--- src/hw/capture_pkg.sv ---
package capture_pkg;

   // acquisition and storage widths
   localparam int SAMPLE_W = 24;
   localparam int WORD_W   = 32;   // samples are stored zero-extended
   localparam int BUF_AW   = 9;    // 512-entry block buffer

   // scheduler phases
   typedef enum logic [2:0]
   {
      PH_WAITING      = 3'd0,
      PH_BUF_TO_SDRAM = 3'd1,
      PH_TX_READ      = 3'd2,
      PH_TX_IDLE      = 3'd3,
      PH_FINISHED     = 3'd4
   } capture_phase_e;

   // command port opcode
   typedef enum logic
   {
      OP_READ  = 1'b0,
      OP_WRITE = 1'b1
   } sdram_op_e;

endpackage

--- src/hw/capture_scheduler.sv ---
`timescale 1ns/1ps

module capture_scheduler
   import capture_pkg::*;
#(
   parameter int SDRAM_AW = 6
)
(
   input  logic                clk,
   input  logic                rst,

   // sample buffer side
   input  logic [BUF_AW-1:0]   buf_wr_addr,
   input  logic [SAMPLE_W-1:0] buf_rd_data,
   output logic [BUF_AW-1:0]   buf_rd_addr,

   // command port to the SDRAM store
   input  logic                cmd_ready,
   output logic                cmd_enable,
   output sdram_op_e           cmd_op,
   output logic [SDRAM_AW-2:0] cmd_addr,
   output logic [WORD_W-1:0]   cmd_wdata,

   // readout pacing
   input  logic                read_complete,

   output capture_phase_e      phase,
   output logic                done
);

   // both pointers are one bit wider than the region, top bit means wrapped once
   logic [SDRAM_AW-1:0] wr_ptr;
   logic [SDRAM_AW-1:0] rd_ptr;

   logic issue_wr;
   logic issue_rd;
   logic buf_pending;

   assign buf_pending = (buf_rd_addr != buf_wr_addr);
   assign issue_wr    = (phase == PH_BUF_TO_SDRAM) && cmd_ready;
   assign issue_rd    = (phase == PH_TX_READ) && cmd_ready;

   always_ff @(posedge clk or posedge rst)
   begin
      if (rst)
      begin
         phase       <= PH_WAITING;
         wr_ptr      <= '0;
         rd_ptr      <= '0;
         buf_rd_addr <= '0;
         cmd_enable  <= 1'b0;
         cmd_op      <= OP_READ;
         done        <= 1'b0;
      end
      else
      begin
         cmd_enable <= 1'b0;   // enable is a one-cycle pulse
         case (phase)
            PH_WAITING:
            begin
               if (wr_ptr[SDRAM_AW-1])
               begin
                  phase <= PH_TX_READ;   // region full, start replay
               end
               else if (buf_pending)
               begin
                  // buffer read data is valid by the time the write is issued
                  phase <= PH_BUF_TO_SDRAM;
               end
            end
            PH_BUF_TO_SDRAM:
            begin
               if (issue_wr)
               begin
                  cmd_enable  <= 1'b1;
                  cmd_op      <= OP_WRITE;
                  wr_ptr      <= wr_ptr + 1'b1;
                  buf_rd_addr <= buf_rd_addr + 1'b1;
                  phase       <= PH_WAITING;   // gives the idle cycle after the pulse
               end
            end
            PH_TX_READ:
            begin
               if (issue_rd)
               begin
                  cmd_enable <= 1'b1;
                  cmd_op     <= OP_READ;
                  rd_ptr     <= rd_ptr + 1'b1;
                  phase      <= PH_TX_IDLE;
               end
            end
            PH_TX_IDLE:
            begin
               if (rd_ptr[SDRAM_AW-1])
               begin
                  phase <= PH_FINISHED;
                  done  <= 1'b1;
               end
               else if (read_complete)
               begin
                  phase <= PH_TX_READ;   // shifter drained, next word
               end
            end
            PH_FINISHED:
            begin
               done <= 1'b1;   // parked until reset
            end
            default:
            begin
               phase <= PH_WAITING;
            end
         endcase
      end
   end

   // command payload, only meaningful while cmd_enable is high
   always_ff @(posedge clk)
   begin
      if (issue_wr)
      begin
         cmd_addr  <= wr_ptr[SDRAM_AW-2:0];
         cmd_wdata <= {{(WORD_W-SAMPLE_W){1'b0}}, buf_rd_data};
      end
      else if (issue_rd)
      begin
         cmd_addr <= rd_ptr[SDRAM_AW-2:0];
      end
   end

endmodule

--- config.mk ---
export PLATFORM = sky130hd
export DESIGN_NAME = capture_scheduler
export DESIGN_NICKNAME = d
export VERILOG_FILES = /design/src/hw/capture_pkg.sv /design/src/hw/capture_scheduler.sv
export SDC_FILE = /design/constraint.sdc
export NUM_CORES = 1
export LEC_CHECK = 0
export BUFFER_PORTS_ARGS = -buffer_cell sky130_fd_sc_hd__buf_2
export CORE_ASPECT_RATIO = 0.5
export CORE_MARGIN = 4
export CORE_UTILIZATION = 48
export DETAILED_ROUTE_END_ITERATION = 12
export PLACE_DENSITY = 0.87
export SLEW_MARGIN = 20
export SYNTH_ARGS = -nofsm -noshare
export SYNTH_HDL_FRONTEND = slang
export SYNTH_SLANG_ARGS = --single-unit
--- constraint.sdc ---
create_clock -name clk -period 2.2 [get_ports clk]
set_input_delay 0.22 -clock clk [delete_from_list [all_inputs] [get_ports clk]]
set_output_delay 0.22 -clock clk [all_outputs]
set_load 0.01 [all_outputs]
==> key figures <==
Worst setup path
  – Endpoint arrival time on the critical path: 2.09 ns
  – Cells along the critical path: and4bb_2, buf_4, nand2_1, xnor2_1
  – Type of the worst setup path: register to register
  – Dominant delay contributor by cell family on the critical path: simple AND/OR/NAND/NOR gates
  – Maximum single-stage delay on the critical path: 0.65 ns
  – Nature of the critical path startpoint: register
  – Reg2Reg Launch Point: phase[1]
  – Buffer and inverter count on the worst path: 1
  – Master of the slowest instance on the critical path: sky130_fd_sc_hd__and4bb_2
  – Worst Setup End Kind: register
  – First element of the critical path: phase[1]
  – CP required: 2.40 ns
  – Largest fanout of any net on the critical path: 23

Global route
  – Leftover overflow at the end of global routing: 0
  – Wire length of the first global-routing pass: 7260 microns
  – Initial antenna violation count: 0
  – Global Route Usage Sum: 15.5%
  – Maximum number of pins on one net before global-route repair: 28
  – Via count of the first global-routing pass: 1493

Synthesis
  – Mux contribution to synthesized area: 3.98%
  – Post-synthesis area per instance: 15.0 sq um
  – Post-Synth XOR/XNOR Area: 10.8%
  – Compound-gate portion of the synthesized area: 1.99%
  – Number of register bits inferred by synthesis: 56
  – Synth cell types: 29
  – Sequential cell area fraction in the yosys report: 68.3%
  – Cell count after synthesis: 151
  – Synthesized-area fraction occupied by adder cells: 1.66%
  – Post-synthesis instance area: 2260 sq um
  – Largest family of logic cells by synthesized area: XOR/XNOR gates
  – Number of warning messages in the yosys log: 0
  – Post-synthesis share of cell area spent on and, or, nand and nor gates: 9.12%

Clocking
  – CTS Root Cell: sky130_fd_sc_hd__clkbuf_8
  – Clock transition time at the flip-flop clock pins of the worst setup and hold paths: 0.10 ns
  – Clock insertion delay at the later pin of the skew report: 0.31 ns
  – Clock tree from TritonCTS: built
  – Clock H-tree levels: 2
  – Clock tree sinks: 56
  – Total clock buffers created by CTS: 5
  – Post-CTS setup buffer count: 0
  – Worst-case clock buffer depth: 2

Layout
  – Finished Cell Area: 2850 sq um
  – Layout cell share with drive strength beyond 1: 42.9%
  – Number of nets in the layout: 277
  – Count of inserted antenna diode cells: 0
  – Layout overhead on the synthesized area: 25.9%
  – Fillcell total: 315

Power and ir drop
  – Total design power: 0.00273 W
  – Cell leakage power: 1.28 nW
  – Worst voltage drop across the vdd grid: 0.000367 V
  – Areal power density over the cells: 958 nW/um^2

Floorplanning
  – DIE AREA: 5950 sq um
  – Effective utilization at floorplan: 50.7%
  – Placeable core region: 4470 sq um
  – Width of the die: 105 microns
  – Row Count: 17
  – Die Span Y: 56.6 microns
  – Total I/O pin count: 89

STA
  – Achievable frequency: 529 MHz
  – Worst clock skew: 0.0111 ns
  – Setup repair after global routing missed its margin: no
  – Final Cycle Share: 85.9%
  – Count of endpoints failing setup in the final report: 0
  – Fin Setup TNS: 0 ns
  – Time the final worst path needs with I/O delays and setup: 1.89 ns
  – Final-report max-slew violation count: 0
  – Count of final hold-check violations: 0

Routing
  – Post-DR wirelength/cell: 14.9 microns
  – Violation count after the first detailed-routing iteration: 45
  – Vias post-DR: 1455
  – Post-route ant nets: 0
  – Total routed wirelength: 4410 microns
  – Detailed-route vias per instance: 4.93
  – Remaining routing DRC violations: 0
  – Iteration count of the initial detailed-routing pass: 4

Worst hold path
  – Path category of the worst min-delay check: input port to register
  – Source of the worst hold timing path: buf_rd_data[19]

Run
  – Max_cap viols: 0

Placement
  – HPWL after DPL: 3340 microns
  – Cell area reported after detailed placement: 2700 sq um
  – Last weighted congestion value of the routability-driven placer: 0.787
  – Port buffer count: 80

Run status
  – Result of the run: complete, no violations
==> metrics by stage <==
step | std cells | util (%) | setup WS [ns] | hold slack (ns)
2_1_floorplan | 158 | - | 0.279 | 0.273
3_3_place_gp | 286 | 60.5 | 0.404 | 0.293
3_5_place_dp | 286 | 60.5 | 0.335 | 0.305
4_1_cts | 295 | 63.8 | 0.312 | 0.0742
5_1_grt | 295 | 63.8 | 0.177 | 0.0658
6_report | 295 | 63.8 | 0.311 | 0.0812
==> synth_stat cells, drive strengths merged <==
cell	instances	area (sq um)
conb	1	3.75
o22ai	1	6.26
nand3	5	25.0
buf	12	82.6
nor3b	2	15.0
o21a	1	7.51
o41ai	1	8.76
edfxtp	29	871
nor2b	1	6.26
o21bai	1	7.51
nor2	5	18.8
and4bb	2	25.0
nand2b	1	6.26
and4	3	26.3
xor2	6	52.6
nand4	6	37.5
and3	2	12.5
or2	1	6.26
a21oi	1	5.00
nand2	6	22.5
inv	2	7.51
xnor2	22	193
dfrtp	27	676
a32o	1	10.0
nor3	1	5.00
mux2	8	90.1
ha	3	37.5
==> worst paths after layout <==
path	end	slack, ns	cells past startpoint
max in group asynchronous	rd_ptr[0]	1.43	4
min in group asynchronous	buf_rd_addr[0]	0.51	4
setup reg to reg	wr_ptr[2]	0.31	4
setup / recovery	wr_ptr[2]	0.31	4
hold / removal	cmd_wdata[19]	0.08	1
hold reg to reg	done	0.47	1
==> timing repair <==
item,4_1_cts,5_1_grt
endpoints found under the hold margin,27,0
resized for setup,0,0
hold buffers,1,0
==> worst reg2reg max path, cell delays in order, from the launching register on <==
cell	delay, ns
sky130_fd_sc_hd__dfrtp_1	0.49
sky130_fd_sc_hd__and4bb_2	0.65
sky130_fd_sc_hd__buf_4	0.39
sky130_fd_sc_hd__nand2_1	0.12
sky130_fd_sc_hd__xnor2_1	0.13
==> where the power goes <==
group,total [W],internal (W),switching [W],leakage (nW)
registers,0.00147,0.00127,0.000200,0.608
clock network,0.000788,0.000458,0.000330,0.0687
logic,0.000469,0.000262,0.000207,0.602
==> flip-flops by register name, indices dropped and copies added, names as in the netlist <==
register,cells
buf_rd_addr,9
rd_ptr,6
cmd_wdata,24
cmd_enable,1
phase,3
wr_ptr,6
cmd_op,1
done,1
cmd_addr,5
==> cell families (layout without fill, tap and decap cells) <==
family | count (synthesis) | in the layout
adders and majority gates | 3 | 3
DFF | 56 | 56
buffers and inverters | 14 | 94
muxes | 8 | 8
xor gates and xnor gates | 28 | 28
other | 1 | 8
and+or+nand+nor | 35 | 35
AOI/OAI and AO/OA | 6 | 6
==> placed cells by master, fill, tap and decap left out, types with 2 or more instances in the layout <==
cell type,count
sky130_fd_sc_hd__buf_2,80
sky130_fd_sc_hd__edfxtp_1,29
sky130_fd_sc_hd__dfrtp_1,27
sky130_fd_sc_hd__xnor2_1,22
sky130_fd_sc_hd__mux2_2,8
sky130_fd_sc_hd__conb_1,8
sky130_fd_sc_hd__xor2_1,6
sky130_fd_sc_hd__nand2_1,6
sky130_fd_sc_hd__nand4_1,6
sky130_fd_sc_hd__nand3_1,5
sky130_fd_sc_hd__nor2_1,5
sky130_fd_sc_hd__clkbuf_8,5
sky130_fd_sc_hd__and4_1,3
sky130_fd_sc_hd__ha_1,3
sky130_fd_sc_hd__buf_4,3
sky130_fd_sc_hd__and4bb_2,2
sky130_fd_sc_hd__and3_1,2
sky130_fd_sc_hd__nor3b_1,2
sky130_fd_sc_hd__inv_1,2
sky130_fd_sc_hd__bufinv_16,2
==> cell type report <==
class | count | area [sq um] | share of cell area [%]
repair buffers | 84 | 433 | 15.2
clock inverters | 3 | 68.8 | 2.41
flip-flops and latches | 56 | 1550 | 54.3
multi-input cells | 88 | 654 | 23.0
well taps | 57 | 71.3 | 2.50
inverters | 2 | 7.51 | 0.263
clock buffers | 5 | 68.8 | 2.41
==> per-layer routing <==
metal	vias to the layer above	GRT usage, %	routed length, microns
met4	0	3.93	34
met3	4	4.36	229
li1	691	-	-
met2	49	29.4	2350
met5	-	0	0
met1	711	17.4	1800
(Power assumes the default switching activity.)
