File: src/hw/capture_pkg.sv
package capture_pkg;

   // acquisition and storage widths
   localparam int SAMPLE_W = 24;
   localparam int WORD_W   = 32;   // samples are stored zero-extended
   localparam int BUF_AW   = 9;    // 512-entry block buffer

   // scheduler phases
   typedef enum logic [2:0]
   {
      PH_WAITING      = 3'd0,
      PH_BUF_TO_SDRAM = 3'd1,
      PH_TX_READ      = 3'd2,
      PH_TX_IDLE      = 3'd3,
      PH_FINISHED     = 3'd4
   } capture_phase_e;

   // command port opcode
   typedef enum logic
   {
      OP_READ  = 1'b0,
      OP_WRITE = 1'b1
   } sdram_op_e;

endpackage

File: src/hw/sdram_store.sv
`timescale 1ns/1ps

module sdram_store
   import capture_pkg::*;
#(
   parameter int SDRAM_AW      = 6,
   parameter int SDRAM_LATENCY = 3
)
(
   input  logic                clk,
   input  logic                rst,
   input  logic                cmd_enable,
   input  sdram_op_e           cmd_op,
   input  logic [SDRAM_AW-2:0] cmd_addr,
   input  logic [WORD_W-1:0]   cmd_wdata,
   output logic                cmd_ready,
   output logic                rd_valid,
   output logic [WORD_W-1:0]   rd_data
);

   localparam int DEPTH = 2**(SDRAM_AW-1);
   localparam int CNT_W = $clog2(SDRAM_LATENCY+1);

   logic [WORD_W-1:0]   mem [DEPTH];
   logic [CNT_W-1:0]    busy_cnt;
   sdram_op_e           pend_op;
   logic [SDRAM_AW-2:0] pend_addr;
   logic [WORD_W-1:0]   pend_wdata;
   logic                accept;
   logic                finish;

   assign accept = cmd_enable && cmd_ready;
   assign finish = !cmd_ready && (busy_cnt == CNT_W'(1));   // last latency cycle

   always_ff @(posedge clk or posedge rst)
   begin
      if (rst)
      begin
         cmd_ready <= 1'b1;
         rd_valid  <= 1'b0;
         busy_cnt  <= '0;
         pend_op   <= OP_READ;
      end
      else
      begin
         rd_valid <= 1'b0;
         if (accept)
         begin
            cmd_ready <= 1'b0;
            busy_cnt  <= CNT_W'(SDRAM_LATENCY);
            pend_op   <= cmd_op;
         end
         else if (finish)
         begin
            cmd_ready <= 1'b1;   // free again on the same edge as the read return
            busy_cnt  <= '0;
            rd_valid  <= (pend_op == OP_READ);
         end
         else if (!cmd_ready)
         begin
            busy_cnt <= busy_cnt - 1'b1;
         end
      end
   end

   // command capture and array access
   always_ff @(posedge clk)
   begin
      if (accept)
      begin
         pend_addr  <= cmd_addr;
         pend_wdata <= cmd_wdata;
      end
      if (finish && pend_op == OP_WRITE)
      begin
         mem[pend_addr] <= pend_wdata;
      end
      if (finish && pend_op == OP_READ)
      begin
         rd_data <= mem[pend_addr];
      end
   end

endmodule
File: config.mk
export PLATFORM = sky130hd
export DESIGN_NAME = sdram_store
export DESIGN_NICKNAME = d
export VERILOG_FILES = /design/src/hw/capture_pkg.sv /design/src/hw/sdram_store.sv
export SDC_FILE = /design/constraint.sdc
export NUM_CORES = 1
export LEC_CHECK = 0
export BUFFER_PORTS_ARGS = -buffer_cell sky130_fd_sc_hd__buf_2
export CORE_UTILIZATION = 56
export DETAILED_ROUTE_END_ITERATION = 8
export PLACE_DENSITY = 0.75
export REMOVE_ABC_BUFFERS = 1
export SYNTH_ARGS = -nofsm -noshare
export SYNTH_HDL_FRONTEND = slang
export SYNTH_SLANG_ARGS = --single-unit
File: constraint.sdc
create_clock -name clk -period 4.3 [get_ports clk]
set_clock_uncertainty 0.05 [all_clocks]
set_input_delay 0.43 -clock clk [delete_from_list [all_inputs] [get_ports clk]]
set_output_delay 0.43 -clock clk [all_outputs]
set_load 0.02 [all_outputs]
==> out/metrics.sh, run 1 <==
FIN_NETS=2372
YOSYS.CELL_TYPES.COUNT=34
SW_SHARE=0.2373
DRT_FIRST_PASS_ITERS=6
ARRIVAL_PS=4050
HOLD_VIOL_FINAL=0
DP_HPWL_UM=56930
CRITICALPATHCATEGORY='register to register'
LEAKAGE_nW=16.20
SYNTH-SEQ-AREA-SHARE=0.7934
CRITICAL_PATH.MAX_STAGE_DELAY_PS=930
GR-USAGE-ALL-LAYERS=0.2724
CLOCK_SINKS=1098
R2R_SETUP_SLACK_PS=600
SYNTH_AREA_LEADER_CELL='edfxtp_1'
COMBINATIONALPOWERSHARE=0.082
POST_DRT_WL_PER_CELL_UM=30.39
FLOORPLAN.DIE_AREA_MM2=0.07525
SYNTH_AREA_MM2=0.04153
CRITPATHCAPTURETYPE='register'
CORE_REGION_AREA_MM2=0.07321
ANTENNADIODECOUNT=0
R2R-END='rd_data[24]'
SLEW-LIMIT-HEADROOM=0.1527
CELLPOWERDENSITY_mW_PER_MM2=504.8
GRT_ANTENNA_BEFORE_REPAIR=0
DESIGN_AREA_MM2=0.04713
R2R.WORST_PATH.CELLS=5
PLACE.GP.CONGESTION=0.8603
DR.FIRST_ITER.DRC_COUNT=2723
FINAL_SETUP_VIOLATION_COUNT=0
VDD_IR_DROP_MAX_V=0.0004028
PATH_MAX_FANOUT=27
SYNTHFLOPTYPE='edfxtp_1'
GRT_PASS1_VIAS=21729
FINAL_PERIOD_MINUS_WORST_SETUP_SLACK_PS=3704
PORTBUFFERS=74
POST_DRT_VIA_CELL_RATIO=6.442
ANT_NETS=0
NETLIST_INSTANCES=2166
PATH_CLK_SLEW_PS=60
SYN_TO_FINAL_GROWTH_PCT=13.49
REG2REG_FROM='pend_addr[2]'
CTS_SETUP_BUFFERS=0
PLACEMENT.CELL_AREA_MM2=0.04338
SYN-MEAN-INSTANCE-AREA_UM2=19.17
FLOORPLAN.INITIALDENSITY=0.5673
HOLD_PATH_CLASS='input pin to async pin'
NUMBER_OF_ENABLE_FLIP_FLOP_CELLS_AFTER_SYNTHESIS=1093
WORSTMARGINPINSLEW_PS=1268
CLOCK_TREE.ROOT_CELL='clkbuf_16'
POWER.SEQUENTIAL.FRACTION=0.539
N_FILL_CELL=4734
AREA_USED_BY_MULTI_INPUT_COMBINATIONAL_LOGIC_MM2=0.008160
PLACEMENTROWS=99
CELLINTERNALPOWER_mW=18.15
TRITONCTS='built'
FINALWORSTSETUPSLACK_PS=595.6
TOTALWIRELENGTH_UM=102300
GRT_START_MAX_NET_PINS=143
GRT_PASS1_WL_UM=145000
GR-MAX-USAGE-LAYER='met2'
TIMING.FINAL.CRIT_SHARE=0.8615
CTS-BUFFERS-INSERTED=105
NETLIST_TOP_CELLS_AREA='edfxtp_1 (79%), mux2i_1 (12%), o22ai_1 (3.4%)'
FRACTION_OF_SYNTHESIZED_CELL_AREA_TAKEN_BY_THE_TOP_AREA_CELL_TYPE=0.7903
DRIVE_ABOVE_1_SHARE=0.1542
VIAS=21676
CTS_HOLD_BUF=40
SETUP_REPAIR_AFTER_GLOBAL_ROUTING_MISSED_ITS_MARGIN='false'
DIE_WIDTH_UM=274.3
POST-SYNTH-TOP-COUNT-CELL='edfxtp_1'
PRECTSSETUPSLACK_PS=879.7
SYNTH_COMMONEST_CELLS='edfxtp_1 (1,093), mux2i_1 (512), o22ai_1 (226)'
GR-TOTAL-OVERFLOW=0
GRT_UTIL_MET2=0.4405
FINALMAXSLEWVIOLATIONS=0
WARNINGS_SYNTHESIS=0
IO_PINS=75
SYNTH.FF_LATCH_COUNT=1098
CLOCKPOWERSHARE=0.379
MAX_CAP_VIOLATIONS=0
CTS_BUFFER_DEPTH=3
CP-START-KIND='register'
CLOCK_LATENCY_PS=680
RUN_STATUS='complete, no violations'
DRCVIOLATIONCOUNT=0
WP_DATA_REQUIRED_PS=4650
GRT_USE_MET1=0.3651
NET_SWITCHING_COMPONENT_OF_THE_POWER_mW=5.645
POST_CTS.RESIZED_INSTANCES=0
TIMING.CRITICAL_PATH.CELLS='nand4b_1 > buf_4 > o22ai_1 > nor4_1 > nand2_1'
USE_MET3=0.04589
FIN_SETUP_TNS_PS=0
FFS_W_ASYNC_S_R_SYNTH=0.004554
DIE-HEIGHT_UM=274.3
ACHIEVABLE-FREQUENCY_MHz=269.9
CRITICAL-PATH-SLOWEST-CELL='edfxtp_1'
SEQCELLAREA_MM2=0.03295
CTS.HTREE.LEVELS=3
[cells by family (layout without fill, tap and decap cells)]
kind of cell	after synthesis	in the layout	synth area share
flip-flops	1098	1098	0.7934
multiplexers	513	513	0.1237
AO/OA/AOI/OAI	261	261	0.04375
AND/OR/NAND/NOR	164	164	0.02226
buffers and inverters	129	369	0.01666
adder cells (fa/ha/maj)	1	1	0.0003012
[critical path: cells and delay by family (launching register included)]
family	cells	cell delay, ps
and+or+nand+nor	3	1690
AOI/OAI and AO/OA	1	140
DFF	1	930
buffers and inverters	1	590
[stage by stage]
stage | hold slack [ps] | cells | util | power [mW]
detailed placement | 323.3 | 3142 | 0.5926 | 14.94
global placement | 313.5 | 3142 | 0.5926 | 14.87
finish | 177.5 | 3365 | 0.6438 | 23.79
floorplan | 157.8 | 2040 | - | 15.09
global route | 193.6 | 3365 | 0.6438 | 24.34
CTS | 149.7 | 3365 | 0.6438 | 23.81
[registers in the layout, indices dropped and copies added, names as in the netlist]
register,flops
rd_valid,1
rd_data,32
pend_op,1
busy_cnt,2
mem,1024
cmd_ready,1
pend_addr,5
pend_wdata,32
[how the worst max path moves through the flow]
| stage | from | endpoint | depth (start not counted) |
|---|---|---|---|
| CTS | pend_addr[2] | rd_data[24] | 5 |
| detailed placement | pend_addr[2] | rd_data[24] | 5 |
| global route | pend_addr[2] | rd_data[24] | 5 |
| global placement | pend_addr[2] | rd_data[30] | 5 |
| finish | pend_addr[2] | rd_data[24] | 5 |
| floorplan | pend_addr[1] | mem[26][0] | 2 |
[cell type report]
class	count	area share
flip-flops and latches	1098	0.6991
multi-input cells	939	0.1731
clock buffers	123	0.05803
repair buffers	183	0.03106
well taps	959	0.02546
clock inverters	60	0.01298
inverters	3	0.0002389
[cells in the final DEF, fill, tap and decap left out, drive strengths merged, types with 9 or more instances in the layout]
cell,netlist,routed
nand2,35,35
bufinv,0,9
dlygate4sd3,0,40
clkbuf,27,123
edfxtp,1093,1093
nor2,32,32
inv,3,9
o22ai,256,256
buf,99,143
clkinv,0,39
nor4,64,64
mux2i,512,512
[power by group through the flow]
stage | logic (mW) | clock network [mW] | registers [mW]
6_report | 1.95 | 9.01 | 12.8
4_1_cts | 1.94 | 9.06 | 12.8
3_3_place_gp | 1.87 | 0 | 13.0
3_5_place_dp | 1.90 | 0 | 13.0
2_1_floorplan | 1.97 | 0 | 13.1
5_1_grt | 2.03 | 9.45 | 12.9
[per-layer routing]
layer | share of wire | wire length [µm] | vias to the layer above
met4 | 0.044 | 4526 | 0
met2 | 0.48 | 49450 | 1254
met5 | 0 | 0 | -
met3 | 0.091 | 9326 | 237
met1 | 0.38 | 38970 | 11025
li1 | - | - | 9160
No activity file was read; power rests on OpenSTA's default activity.
==> inputs of run 2 (changes only) <==
--- a/config.mk
+++ b/config.mk
@@ -6,6 +6,7 @@
 export NUM_CORES = 1
 export LEC_CHECK = 0
 export BUFFER_PORTS_ARGS = -buffer_cell sky130_fd_sc_hd__buf_2
+export CORE_MARGIN = 3
 export CORE_UTILIZATION = 56
 export DETAILED_ROUTE_END_ITERATION = 8
 export PLACE_DENSITY = 0.75
==> constraint.sdc (replaced) <==
create_clock -name clk -period 4.3 [get_ports clk]
set_clock_uncertainty 0.05 [all_clocks]
set_input_delay 0.215 -clock clk [delete_from_list [all_inputs] [get_ports clk]]
set_output_delay 0.215 -clock clk [all_outputs]
set_load 0.02 [all_outputs]
==> run 2 against run 1 <==
Combinational power about the same. First-iteration DRC count increased by 10%. Register-to-register slack improved by 310 ps. Die area increased by 2.9%. Sequential cell count unchanged. Critical path type unchanged. Largest cell class unchanged. Largest power group unchanged. Highest routed layer is now met5.
==> out/metrics.sh, run 2 (synthesis gave the netlist of run 1 again) <==
RUN_STATUS='complete, no violations'
GRT_USE_MET1=0.3764  # +0.01127
CLOCK_SINKS=1098  # unchanged
DP_HPWL_UM=58720  # +3.2%
GRT_PASS1_WL_UM=147100  # +1.5%
CP_NUM_BUF_INV=2  # +1
CRITPATHTOPFAMILY='flip-flops'
SETUP_REPAIR_AFTER_GLOBAL_ROUTING_MISSED_ITS_MARGIN='false'
GRT_PASS1_VIAS=21894  # +0.76%
DIE-HEIGHT_UM=278.3  # +1.5%
LARGEST_REGISTER_FF_COUNT=1024  # unchanged
PLACE.GP.CONGESTION=0.8409  # -2.3%
ARRIVAL_PS=3690  # -360 ps
HOLD_PATH_CLASS='input pin to register'
FLOORPLAN.INITIALDENSITY=0.5673  # unchanged
POST_DRT_WL_PER_CELL_UM=29.89  # -1.6%
GRT_UTIL_MET2=0.4048  # -0.03566
IO_PINS=75  # unchanged
CELLPOWERDENSITY_mW_PER_MM2=501.7  # -0.61%
POWER.SEQUENTIAL.FRACTION=0.537  # -0.002
SYN_TO_FINAL_GROWTH_PCT=14.59
COMBINATIONALPOWERSHARE=0.083  # about the same
REG2REG_FROM='pend_addr[1]'
FINAL_CORE_AREA_UTILIZATION=0.6501  # +0.006290
CLOCK_TREE.ROOT_CELL='clkbuf_16'
CRITICALPATHCATEGORY='register to register'
CTS_SETUP_BUFFERS=0  # unchanged
REG.LARGEST.LIST='mem (1024), pend_wdata (32), rd_data (32)'
TIMING.FINAL.CRIT_SHARE=0.7893  # -0.07223
FINALMAXSLEWVIOLATIONS=0  # unchanged
USE_MET3=0.05318  # +0.007295
DRT_FIRST_PASS_ITERS=5  # -1
MAX_CAP_VIOLATIONS=0  # unchanged
CTS_BUFFER_DEPTH=3  # unchanged
FINAL_PERIOD_MINUS_WORST_SETUP_SLACK_PS=3394  # -310.6 ps
GR-TOTAL-OVERFLOW=0  # unchanged
NET_SWITCHING_COMPONENT_OF_THE_POWER_mW=5.540  # -1.9%
PATH_MAX_FANOUT=26  # -3.7%
DIE_WIDTH_UM=278.3  # +1.5%
CRITPATHCAPTURETYPE='register'
CORE_REGION_AREA_MM2=0.07321  # unchanged
WP_DATA_REQUIRED_PS=4600  # -50 ps
HOLD_DEPTH=2
HOLD-PATH-ENDPOINT='pend_wdata[13]'
FLOORPLAN.DIE_AREA_MM2=0.07746  # +2.9%
VIAS=21942  # +1.2%
GR-MAX-USAGE-LAYER='met2'
VDD_IR_DROP_MAX_V=0.0003072  # -24%
DRIVE_ABOVE_1_SHARE=0.1686  # +0.01437
SLEW-LIMIT-HEADROOM=0.2163  # +0.06358
CELLINTERNALPOWER_mW=18.34  # +1.0%
SEQCELLAREA_MM2=0.03295  # unchanged
FINAL_CELL_MIX='edfxtp_1 (1,093), mux2i_1 (512), o22ai_1 (226)'
REGISTERS.TOP_BY_FF_COUNT='mem'
N_FILL_CELL=4688  # -0.97%
DESIGN_AREA_MM2=0.04759  # +0.98%
FIN_SETUP_TNS_PS=0  # unchanged
ANT_NETS=0  # unchanged
R2R_SETUP_SLACK_PS=910  # +310 ps
CTS.HTREE.LEVELS=3  # unchanged
LEAKAGE_nW=16.45  # +1.6%
PLACEMENT.CELL_AREA_MM2=0.04379  # +0.93%
PATH_CLK_SLEW_PS=60  # about the same
R2R-END='rd_data[6]'
FIN_NETS=2406  # +1.4%
R2R.WORST_PATH.CELLS=6  # +1
AREA_USED_BY_MULTI_INPUT_COMBINATIONAL_LOGIC_MM2=0.008160  # unchanged
TOTALWIRELENGTH_UM=102000  # -0.30%
TIMING.CRITICAL_PATH.CELLS='buf_12 > buf_4 > mux2i_1 > o22ai_1 > nor4_1 > nand2_1'
WORSTMARGINPINSLEW_PS=1176  # -92.36 ps
TRITONCTS='built'
CLOCK_LATENCY_PS=660  # -20 ps
POST_DRT_VIA_CELL_RATIO=6.433  # -0.14%
GRT_ANTENNA_BEFORE_REPAIR=4  # +4
GRT_START_MAX_NET_PINS=42  # -71%
DR.FIRST_ITER.DRC_COUNT=3004  # +10%
CLOCKPOWERSHARE=0.380  # about the same
FINAL_COMMON_CELL='edfxtp_1'
DRCVIOLATIONCOUNT=0  # unchanged
HOLD_VIOL_FINAL=0  # unchanged
PORTBUFFERS=74  # unchanged
ACHIEVABLE-FREQUENCY_MHz=294.7  # +9.2%
POST_CTS.RESIZED_INSTANCES=0  # unchanged
CP-START-KIND='register'
PLACEMENTROWS=99  # unchanged
GR-USAGE-ALL-LAYERS=0.2636  # -0.008838
SW_SHARE=0.2320  # -0.005247
CRITICAL-PATH-SLOWEST-CELL='edfxtp_1'
CRITICAL_PATH.MAX_STAGE_DELAY_PS=1000  # +70 ps
CTS-BUFFERS-INSERTED=104  # -0.95%
HOLD_PATH.STARTPOINT='cmd_wdata[13]'
FINAL_SETUP_VIOLATION_COUNT=0  # unchanged
==> run 2: cell types whose count changed in the layout (fill, tap and decap cells not counted), sizes merged <==
cell	delta
bufinv	+4
clkinvlp	-1
inv	-1
clkbuf	-2
clkinv	+9
diode	+2
dlygate4sd3	+1
buf	+34
==> run 2: power groups by stage <==
stage / combinational, mW / clock (mW) / sequential (mW)
6_report: 1.98 / 9.08 / 12.8
5_1_grt: 2.08 / 9.58 / 12.9
4_1_cts: 1.97 / 9.16 / 12.8
3_5_place_dp: 1.93 / 0 / 13.0
3_3_place_gp: 1.89 / 0 / 13.0
2_1_floorplan: 1.97 / 0 / 13.1
==> run 2: worst max path at each step <==
stage	end	depth (start not counted)	startpoint	slack [ps]
detailed placement	rd_data[6]	6	pend_addr[1]	930
finish	rd_data[6]	6	pend_addr[1]	910
global placement	rd_data[6]	6	pend_addr[1]	980
CTS	rd_data[6]	6	pend_addr[1]	890
global route	rd_data[6]	6	pend_addr[1]	790
floorplan	mem[26][0]	2	pend_addr[1]	-18750
==> run 2: metal layers <==
layer  share of wire  routed length, µm
met1            0.39              40130
met2            0.46              46910
met4           0.038               3907
met3            0.11              11010
met5        0.000078                  8
==> run 2: layout make-up <==
| cell class | count | share of cell area |
|---|---|---|
| Multi-Input combinational cell | 939 | 0.1715 |
| Tap cell | 959 | 0.02521 |
| Clock inverter | 71 | 0.01470 |
| Sequential cell | 1098 | 0.6923 |
| Inverter | 3 | 0.0002366 |
| Antenna cell | 2 | 0.0001052 |
| Clock buffer | 121 | 0.05647 |
| Timing Repair Buffer | 218 | 0.03949 |
==> run 2: per-stage QoR <==
stage	total power, mW	cells	hold WS, ps	setup slack [ps]
after floorplan	15.09	2040	-57.21	-18750
after global placement	14.88	3176	59.01	979.6
after detailed placement	14.96	3176	76.22	926.1
after CTS	23.94	3409	194.1	886.3
after global routing	24.52	3409	220.0	793.8
final	23.88	3411	223.3	906.2
==> run 2: what timing repair did <==
action,CTS,global route
hold buffers,41,0
hold endpoints to repair,46,0
setup endpoints to repair,0,0
