$ cat src/hw/capture_pkg.sv
package capture_pkg;

   // acquisition and storage widths
   localparam int SAMPLE_W = 24;
   localparam int WORD_W   = 32;   // samples are stored zero-extended
   localparam int BUF_AW   = 9;    // 512-entry block buffer

   // scheduler phases
   typedef enum logic [2:0]
   {
      PH_WAITING      = 3'd0,
      PH_BUF_TO_SDRAM = 3'd1,
      PH_TX_READ      = 3'd2,
      PH_TX_IDLE      = 3'd3,
      PH_FINISHED     = 3'd4
   } capture_phase_e;

   // command port opcode
   typedef enum logic
   {
      OP_READ  = 1'b0,
      OP_WRITE = 1'b1
   } sdram_op_e;

endpackage

$ cat src/hw/readout_shifter.sv
`timescale 1ns/1ps

module readout_shifter
   import capture_pkg::*;
(
   input  logic              clk,
   input  logic              rst,
   input  logic              rd_valid,
   input  logic [WORD_W-1:0] rd_data,
   output logic              sdo,
   output logic              sdo_valid,
   output logic              read_complete
);

   localparam int CNT_W = $clog2(WORD_W+1);

   logic [WORD_W-1:0] shift_reg;
   logic [CNT_W-1:0]  bit_cnt;   // bits still to send

   assign sdo       = shift_reg[WORD_W-1];   // msb first
   assign sdo_valid = (bit_cnt != '0);

   always_ff @(posedge clk or posedge rst)
   begin
      if (rst)
      begin
         bit_cnt       <= '0;
         read_complete <= 1'b0;
      end
      else
      begin
         read_complete <= 1'b0;
         if (rd_valid)
         begin
            bit_cnt <= CNT_W'(WORD_W);
         end
         else if (sdo_valid)
         begin
            bit_cnt <= bit_cnt - 1'b1;
            // high in the cycle after the last bit
            read_complete <= (bit_cnt == CNT_W'(1));
         end
      end
   end

   always_ff @(posedge clk)
   begin
      if (rd_valid)
      begin
         shift_reg <= rd_data;
      end
      else if (sdo_valid)
      begin
         shift_reg <= {shift_reg[WORD_W-2:0], 1'b0};
      end
   end

endmodule

$ cat config.mk
export PLATFORM = sky130hd
export DESIGN_NAME = readout_shifter
export DESIGN_NICKNAME = d
export VERILOG_FILES = /design/src/hw/capture_pkg.sv /design/src/hw/readout_shifter.sv
export SDC_FILE = /design/constraint.sdc
export NUM_CORES = 1
export LEC_CHECK = 0
export BUFFER_PORTS_ARGS = -buffer_cell sky130_fd_sc_hd__buf_2
export CAP_MARGIN = 40
export CORE_ASPECT_RATIO = 1.5
export CORE_MARGIN = 4
export CORE_UTILIZATION = 36
export DETAILED_ROUTE_END_ITERATION = 12
export SLEW_MARGIN = 40
export SYNTH_ARGS = -nofsm -noshare
export SYNTH_HDL_FRONTEND = slang
export SYNTH_SLANG_ARGS = --single-unit
$ cat constraint.sdc
create_clock -name clk -period 5.45 [get_ports clk]
set_clock_uncertainty 0.2 [all_clocks]
set_input_delay 1.3625 -clock clk [delete_from_list [all_inputs] [get_ports clk]]
set_output_delay 1.3625 -clock clk [all_outputs]
set_load 0.005 [all_outputs]
==> results of run 1 <==
final cells by class:
cell class,count,area (um2),area share (%)
clock buffer,5,68.8,3.24
clock inverter,3,38.8,1.82
inverter,4,15.0,0.706
multi-input combinational,59,568,26.7
sequential,39,1140,53.4
tap,64,80.1,3.76
timing repair buffer,39,220,10.4
worst register-to-register path, cell delays in order, from the launching register on:
cell	delay, ns
dfrtp_1	0.43
inv_1	0.13
ha_1	0.18
or3b_4	0.42
nor3_4	0.19
or2b_1	0.52
buf_4	0.33
power breakdown:
group	switching, mW	total [mW]	leakage [nW]	internal (mW)
registers	0.0428	0.451	0.428	0.408
clock network	0.0977	0.232	0.0556	0.134
logic	0.0715	0.159	0.373	0.0875
cells in the final DEF, fill, tap and decap left out, types with 2 or more instances in the layout:
master    synthesis  routed
buf_2             3      37
mux2_2           32      32
edfxtp_1         32      32
dfrtp_1           7       7
clkbuf_8          0       5
inv_1             3       3
nor2_1            3       3
ha_1              3       3
a21oi_1           2       2
nand2b_1          2       2
nor3_1            2       2
stage by stage:
stage	power, mW	area (um2)	util, %	instances	worst slack (ns)
3_3_place_gp	0.607	1990	43.1	204	1.93
5_1_grt	0.892	2130	46.1	213	1.96
6_report	0.841	2130	46.1	213	2.07
2_1_floorplan	0.565	1740	-	107	2.31
4_1_cts	0.855	2100	45.5	212	2.04
3_5_place_dp	0.617	1990	43.1	204	1.85
cell families after synthesis:
| kind of cell | after synthesis | share of synthesized area [%] |
|---|---|---|
| compound gates | 6 | 2.30 |
| xor+xnor | 1 | 0.503 |
| fa+ha+maj | 3 | 2.16 |
| buf+inv | 9 | 2.15 |
| flops | 39 | 65.2 |
| mux | 32 | 20.7 |
| simple gates | 17 | 6.97 |
per-layer routing:
metal,share of wire [%],vias to the layer above
met1,38,474
met2,53,33
met3,6.3,8
li1,-,484
met5,0,-
met4,2.9,0
worst max path at each step:
stage	end	start	slack (ns)
after global placement	shift_reg[0]	rd_valid	1.93
after floorplan	shift_reg[0]	rd_valid	2.31
after global routing	sdo_valid	bit_cnt[0]	1.96
after CTS	sdo_valid	bit_cnt[0]	2.04
after detailed placement	shift_reg[3]	rd_valid	1.85
final	sdo_valid	bit_cnt[0]	2.07
==> flow_summary_export.csv, run 1 <==
group,metric,value,unit
status,status,"finished, final reports clean",
synthesis,synth_top_area_share,55.2,%
worst_hold_path,hold_path_startpoint,"shift_reg[25]",
layout,fillCellCount,433,
sta,relSlewSlack,53.7,%
layout,largest_reg_flops,32,
global_route,grt_antenna_before_repair,0,
sta,max_freq,296,MHz
clock_tree,clock_latency,0.29,ns
worst_hold_path,hold_path.class,"flip-flop to flip-flop",
global_route,grt-ovfl-total,0,
route,ant_nets,0,
setup_path,reg2reg_from,"bit_cnt[0]",
global_route,grt_first_pass_wirelength,4.75,mm
floorplan,die_h,93.2,um
setup_path,path_class,"flip-flop to output pin",
layout,area_growth,22.1,%
power,power_density,396,nW/um2
sta,drv_slew,0,
layout,diodes,0,
global_route,grtUsageMet1,11.3,%
setup_path,r2r_setup_slack,2.79,ns
power,peakVddDrop,0.188,mV
sta,tightest_slew,0.695,ns
floorplan,die_w,64.8,um
setup_path,crit_slowest_cell,"dfrtp_1",
setup_path,path_buf_inv,3,
synthesis,synth_cells,107,
layout,layout-drive-gt1-share,55.0,%
clock_tree,ctsResizeCount,0,
job,maxCapViolCount,0,
global_route,grt_max_degree,42,
synthesis,netlist_area,1740,um2
synthesis,synth_ff_type,"edfxtp_1",
clock_tree,cts-root-buf,"clkbuf_8",
route,wl,2.91,mm
synthesis,yosysSeqAreaShare,65.2,%
setup_path,path_depth,6,
synthesis,synth.distinct_cells,27,
synthesis,synth_enable_flop_cells,32,
clock_tree,clock-sinks,39,
power,p_leak,0.857,nW
floorplan,initial_core_util,37.7,%
setup_path,endpoint_kind,"output pin",
setup_path,cp_max_fo,5,
synthesis,synth_async_sr_flop_share,17.9,%
synthesis,syn_avg_cell_area,16.3,um2
floorplan,core-area,4620,um2
place,gp_congestion,0.784,
place,portBuffers,37,
clock_tree,cts_tree,"built",
clock_tree,cts_made_buffers,5,
setup_path,critPathTopFamily,"simple AND/OR/NAND/NOR gates",
place,hpwl,2.08,mm
global_route,met3_usage,3.25,%
route,drc,0,
synthesis,synth-seq-cells,39,
worst_hold_path,holdPathEnd,"shift_reg[26]",
global_route,grt_pass1_vias,1043,
clock_tree,clkTransAtPathRegs,0.07,ns
synthesis,synth_area_leader_cell,"edfxtp_1",
floorplan,die_area,6040,um2
synthesis,synth_warnings,0,
clock_tree,postCtsHoldBufs,0,
global_route,grt.busiest_layer,"met2",
synthesis,synthTopCellsByCount,"edfxtp_1 (32), mux2_2 (32), dfrtp_1 (7)",
sta,fin_crit_sh,62.0,%
sta,post-route-min-period,3.38,ns
route,vias_per_cell,4.69,
clock_tree,post-cts-setup-buffer-count,0,
layout,nNetsFinal,186,
sta,holdWs,0.354,ns
sta,report.final.hold_viol_count,0,
setup_path,critPathRequiredTime,3.89,ns
setup_path,cp_cell_sequence,"inv_1 > ha_1 > or3b_4 > nor3_4 > inv_2 > buf_2",
sta,setup_violations,0,
setup_path,r2r_end,"shift_reg[6]",
setup_path,critical_path.max_stage_delay,0.43,ns
floorplan,pin_count,38,
global_route,use_met2,17.6,%
clock_tree,htreeDepth,2,
clock_tree,clk_path_buf_depth,2,
global_route,gr-usage-all-layers,10.4,%
setup_path,worstSetupStartpointType,"flip-flop",
route,routedWlPerCell,13.6,um
route,first_iter_violations,25,
synthesis,syn_nets,145,
floorplan,rows,30,
sta,rsz0062_at_grt,"no",
worst_hold_path,whs_path_depth,1,
setup_path,arrival,1.82,ns
route,first_pass_iters,4,
synthesis,synth_area_leaders,"edfxtp_1 (55%), mux2_2 (21%), dfrtp_1 (10%), ha_1 (2.2%), nor3_4 (0.93%)",
route,vias,999,
sta,finalSetupTns,0,ns
setup_path,rr_worst_depth,6,
No activity file was read; power rests on OpenSTA's default activity.
==> run 2: changes to the inputs <==
Clock period 5.45 ns to 3.2 ns, I/O delays scaled along.
==> flow_summary_export.csv, run 2 (synthesis results as in run 1) <==
group,metric,value,unit
layout,fillCellCount,436,
setup_path,crit_path_start,"bit_cnt[0]",
floorplan,die_area,6040,um2
layout,layout-drive-gt1-share,55.7,%
sta,fin_crit_sh,87.8,%
clock_tree,cts_tree,"built",
floorplan,die_w,64.8,um
clock_tree,cts-root-buf,"clkbuf_8",
power,peakVddDrop,0.329,mV
setup_path,cp_cell_sequence,"inv_1 > ha_1 > or3b_4 > nor3_4 > inv_2 > buf_2",
clock_tree,postCtsHoldBufs,0,
global_route,grt_antenna_before_repair,0,
setup_path,crit_path_end,"sdo_valid",
sta,rsz0062_at_grt,"no",
job,maxCapViolCount,0,
place,portBuffers,37,
route,vias_per_cell,4.60,
place,placed_cell_area,2000,um2
setup_path,worstSetupStartpointType,"flip-flop",
setup_path,arrival,1.81,ns
clock_tree,htreeDepth,2,
layout,mostFrequentLayoutCells,"buf_2 (37), mux2_2 (32), edfxtp_1 (32)",
route,routedWlPerCell,13.2,um
power,power_density,683,nW/um2
layout,diodes,0,
clock_tree,post-cts-setup-buffer-count,0,
power,p_leak,0.855,nW
clock_tree,clk_path_buf_depth,2,
setup_path,path_class,"flip-flop to output pin",
global_route,grt_first_pass_wirelength,4.59,mm
place,gp_congestion,0.712,
setup_path,reg2reg_from,"bit_cnt[0]",
clock_tree,ctsResizeCount,0,
layout,final_common_cell,"buf_2",
sta,layout_setup_ws,0.390,ns
layout,largest_reg_flops,32,
setup_path,cp_max_fo,5,
layout,fin_area,2120,um2
route,first_pass_iters,3,
floorplan,pin_count,38,
layout,seqCellArea,1140,um2
global_route,grt_max_degree,32,
route,first_iter_violations,19,
sta,relSlewSlack,62.3,%
sta,drv_slew,0,
sta,max_freq,356,MHz
place,hpwl,2.02,mm
global_route,gr-usage-all-layers,10.1,%
floorplan,initial_core_util,37.7,%
setup_path,r2r_end,"shift_reg[5]",
setup_path,critical_path.max_stage_delay,0.44,ns
global_route,grt_pass1_vias,1059,
status,status,"finished, final reports clean",
sta,finalSetupTns,0,ns
floorplan,core-area,4620,um2
power,power,1.45,mW
global_route,grt-ovfl-total,0,
clock_tree,clkTransAtPathRegs,0.08,ns
route,drc,0,
route,vias,979,
clock_tree,cts_made_buffers,5,
route,wl,2.82,mm
floorplan,rows,30,
clock_tree,clock_latency,0.28,ns
setup_path,r2r_setup_slack,0.83,ns
place,place_ws,0.686,ns
sta,report.final.hold_viol_count,0,
worst_hold_path,hold_path.class,"input pin to async pin",
setup_path,endpoint_kind,"output pin",
clock_tree,clock-sinks,39,
sta,post-route-min-period,2.81,ns
layout,fin_util,45.9,%
setup_path,crit_slowest_cell,"dfrtp_1",
floorplan,die_h,93.2,um
setup_path,rr_worst_depth,6,
layout,multi_input_area,568,um2
layout,area_growth,21.6,%
route,ant_nets,0,
sta,tightest_slew,0.565,ns
layout,nNetsFinal,186,
sta,setup_violations,0,
setup_path,critPathRequiredTime,2.20,ns
run 2: worst min-delay path by stage:
stage	cells past startpoint	start	endpoint	slack [ns]
after floorplan	1	bit_cnt[5]	bit_cnt[5]	0.31
after global routing	2	rst	bit_cnt[4]	0.25
after CTS	2	rst	bit_cnt[4]	0.23
final	2	rst	bit_cnt[4]	0.23
after global placement	1	shift_reg[5]	shift_reg[6]	0.33
after detailed placement	1	shift_reg[18]	shift_reg[19]	0.34
run 2: report_power, final:
| part | total [mW] | switching, mW | internal, mW | leakage [nW] |
|---|---|---|---|---|
| clock network | 0.416 | 0.164 | 0.252 | 0.0612 |
| logic | 0.264 | 0.119 | 0.145 | 0.365 |
| registers | 0.765 | 0.0710 | 0.694 | 0.428 |
| total | 1.45 | 0.354 | 1.09 | 0.855 |
run 2: layer usage:
metal | track usage (%) | part of all wire [%] | vias up
met5 | 0 | 0 | -
met4 | 5.29 | 0.92 | 0
met3 | 3.25 | 5.4 | 2
met2 | 18.2 | 54 | 24
met1 | 10.1 | 40 | 472
li1 | - | - | 481
run 2: worst max-delay path, delay by kind of cell (launching register included):
kind | cells | cell delay (ns)
and+or+nand+nor | 2 | 0.60
DFF | 1 | 0.44
buffers and inverters | 3 | 0.31
adders and majority gates | 1 | 0.17
run 2: layout make-up:
type	count	share of cell area, %
clock buffers	6	3.90
multi-input cells	59	26.8
clock inverters	2	1.65
well taps	64	3.78
repair buffers	39	9.46
inverters	4	0.709
flip-flops and latches	39	53.7
run 2: stage by stage:
stage / hold WS [ns] / instances
2_1_floorplan: 0.307 / 107
3_3_place_gp: 0.329 / 205
3_5_place_dp: 0.338 / 205
4_1_cts: 0.232 / 213
5_1_grt: 0.250 / 213
6_report: 0.233 / 213
==> run 3: changes to the inputs <==
==> constraint.sdc (replaced) <==
create_clock -name clk -period 2.6 [get_ports clk]
set_clock_uncertainty 0.2 [all_clocks]
set_input_delay 0.26 -clock clk [delete_from_list [all_inputs] [get_ports clk]]
set_output_delay 0.26 -clock clk [all_outputs]
set_load 0.005 [all_outputs]
==> flow_summary_export.csv, run 3 (synthesis results as in run 1) <==
group,metric,value,unit
sta,finalSetupTns,0,ns
clock_tree,ctsResizeCount,0,
global_route,grt_antenna_before_repair,0,
clock_tree,cts-root-buf,"clkbuf_8",
route,first_iter_violations,47,
layout,fin_util,46.4,%
place,portBuffers,37,
power,intPower,1.33,mW
sta,fin_crit_sh,89.6,%
layout,seqCellArea,1140,um2
clock_tree,cts_made_buffers,5,
layout,layout-drive-gt1-share,55.6,%
place,gp_congestion,0.854,
clock_tree,clock-sinks,39,
worst_hold_path,hold_path_startpoint,"rd_data[0]",
route,wl,2.79,mm
global_route,grt-ovfl-total,0,
setup_path,endpoint_kind,"flip-flop",
layout,area_growth,23.1,%
clock_tree,clkTransAtPathRegs,0.08,ns
floorplan,die_w,64.8,um
setup_path,path_buf_inv,2,
global_route,gr-usage-all-layers,10.2,%
layout,mostFrequentLayoutCells,"buf_2 (37), mux2_2 (32), edfxtp_1 (32)",
power,peakVddDrop,0.359,mV
sta,report.final.hold_viol_count,0,
power,power_frac_comb,18.7,%
layout,diodes,0,
sta,holdWs,0.0640,ns
floorplan,rows,30,
setup_path,crit_path_start,"bit_cnt[0]",
setup_path,critical_path.max_stage_delay,0.44,ns
route,drc,0,
route,vias_per_cell,4.66,
layout,largest_reg_flops,32,
worst_hold_path,hold_path.class,"input pin to flip-flop",
setup_path,cp_max_fo,30,
power,p_leak,0.864,nW
sta,setup_violations,0,
global_route,grt_max_degree,31,
clock_tree,post-cts-setup-buffer-count,0,
clock_tree,htreeDepth,2,
layout,fillCellCount,413,
setup_path,worstSetupStartpointType,"flip-flop",
power,switching_share,25.6,%
clock_tree,clk_path_buf_depth,2,
route,first_pass_iters,4,
sta,rsz0062_at_grt,"no",
sta,post-route-min-period,2.33,ns
route,ant_nets,0,
sta,tightest_slew,0.540,ns
clock_tree,cts_tree,"built",
floorplan,die_area,6040,um2
power,p_sw,457,uW
floorplan,initial_core_util,37.7,%
floorplan,core-area,4620,um2
setup_path,path_class,"flip-flop to flip-flop",
setup_path,cp_cell_sequence,"inv_1 > ha_1 > or3b_4 > nor3_4 > or2b_1 > buf_12",
route,vias,1002,
power,p_clk_share,28.3,%
power,power_density,833,nW/um2
clock_tree,clock_latency,0.29,ns
setup_path,critPathTopFamily,"simple AND/OR/NAND/NOR gates",
setup_path,arrival,2.17,ns
layout,final_common_cell,"buf_2",
status,status,"finished, final reports clean",
layout,nNetsFinal,188,
global_route,grt_pass1_vias,1048,
setup_path,reg2reg_from,"bit_cnt[0]",
setup_path,crit_slowest_cell,"dfrtp_1",
sta,max_freq,429,MHz
sta,relSlewSlack,64.0,%
global_route,grt_first_pass_wirelength,4.69,mm
job,maxCapViolCount,0,
route,routedWlPerCell,13.0,um
place,hpwl,2.04,mm
setup_path,critPathRequiredTime,2.44,ns
sta,drv_slew,0,
power,seq_power_share,53.0,%
layout,multi_input_area,568,um2
floorplan,die_h,93.2,um
floorplan,pin_count,38,
-- run 3: cell types whose count changed in the layout (fill, tap and decap cells not counted) --
cell / delta
buf_12: +1
clkbuf_8: -1
clkinv_2: -1
clkinvlp_4: +1
dlygate4sd3_1: +1
inv_6: +1
-- run 3: path summary, 6_finish.rpt --
check | end | slack [ns] | depth (start not counted)
max | shift_reg[19] | 0.27 | 6
min | shift_reg[0] | 0.06 | 2
max reg2reg | shift_reg[19] | 0.27 | 6
min reg2reg | shift_reg[11] | 0.35 | 1
max in group asynchronous | bit_cnt[2] | 1.75 | 3
min in group asynchronous | bit_cnt[4] | 0.24 | 3
-- run 3: per-stage QoR --
step,area [um2],power (mW),worst slack [ns],std cells
finish,2140,1.79,0.270,215
global route,2140,1.90,0.143,215
CTS,2140,1.81,0.277,215
detailed placement,2020,1.30,0.291,206
global placement,2020,1.27,0.363,206
floorplan,1740,1.18,0.164,107
-- run 3: metal layers --
| layer | track usage (%) | up-vias | part of all wire, % |
|---|---|---|---|
| li1 | - | 489 | - |
| met1 | 12.3 | 481 | 40 |
| met2 | 16.6 | 28 | 52 |
| met3 | 3.37 | 4 | 6.1 |
| met4 | 4.41 | 0 | 1.2 |
| met5 | 0 | - | 0 |
-- run 3: layout make-up --
class / count / area share (%)
clock buffers: 5 / 3.21
clock inverters: 3 / 2.16
inverters: 4 / 0.700
multi-input cells: 59 / 26.5
flip-flops and latches: 39 / 53.0
well taps: 64 / 3.73
repair buffers: 41 / 10.7
-- run 3: power groups by stage --
stage	Clock [mW]	Sequential, mW	Combinational [mW]
floorplan	0	0.935	0.249
detailed placement	0	0.961	0.336
finish	0.506	0.947	0.334
global route	0.556	0.965	0.378
global placement	0	0.949	0.325
CTS	0.519	0.947	0.340
-- run 3: repair_timing --
item / CTS / global route
endpoints found under the hold margin: 7 / 0
setup endpoints to repair: 0 / 0
hold buffers: 1 / 0
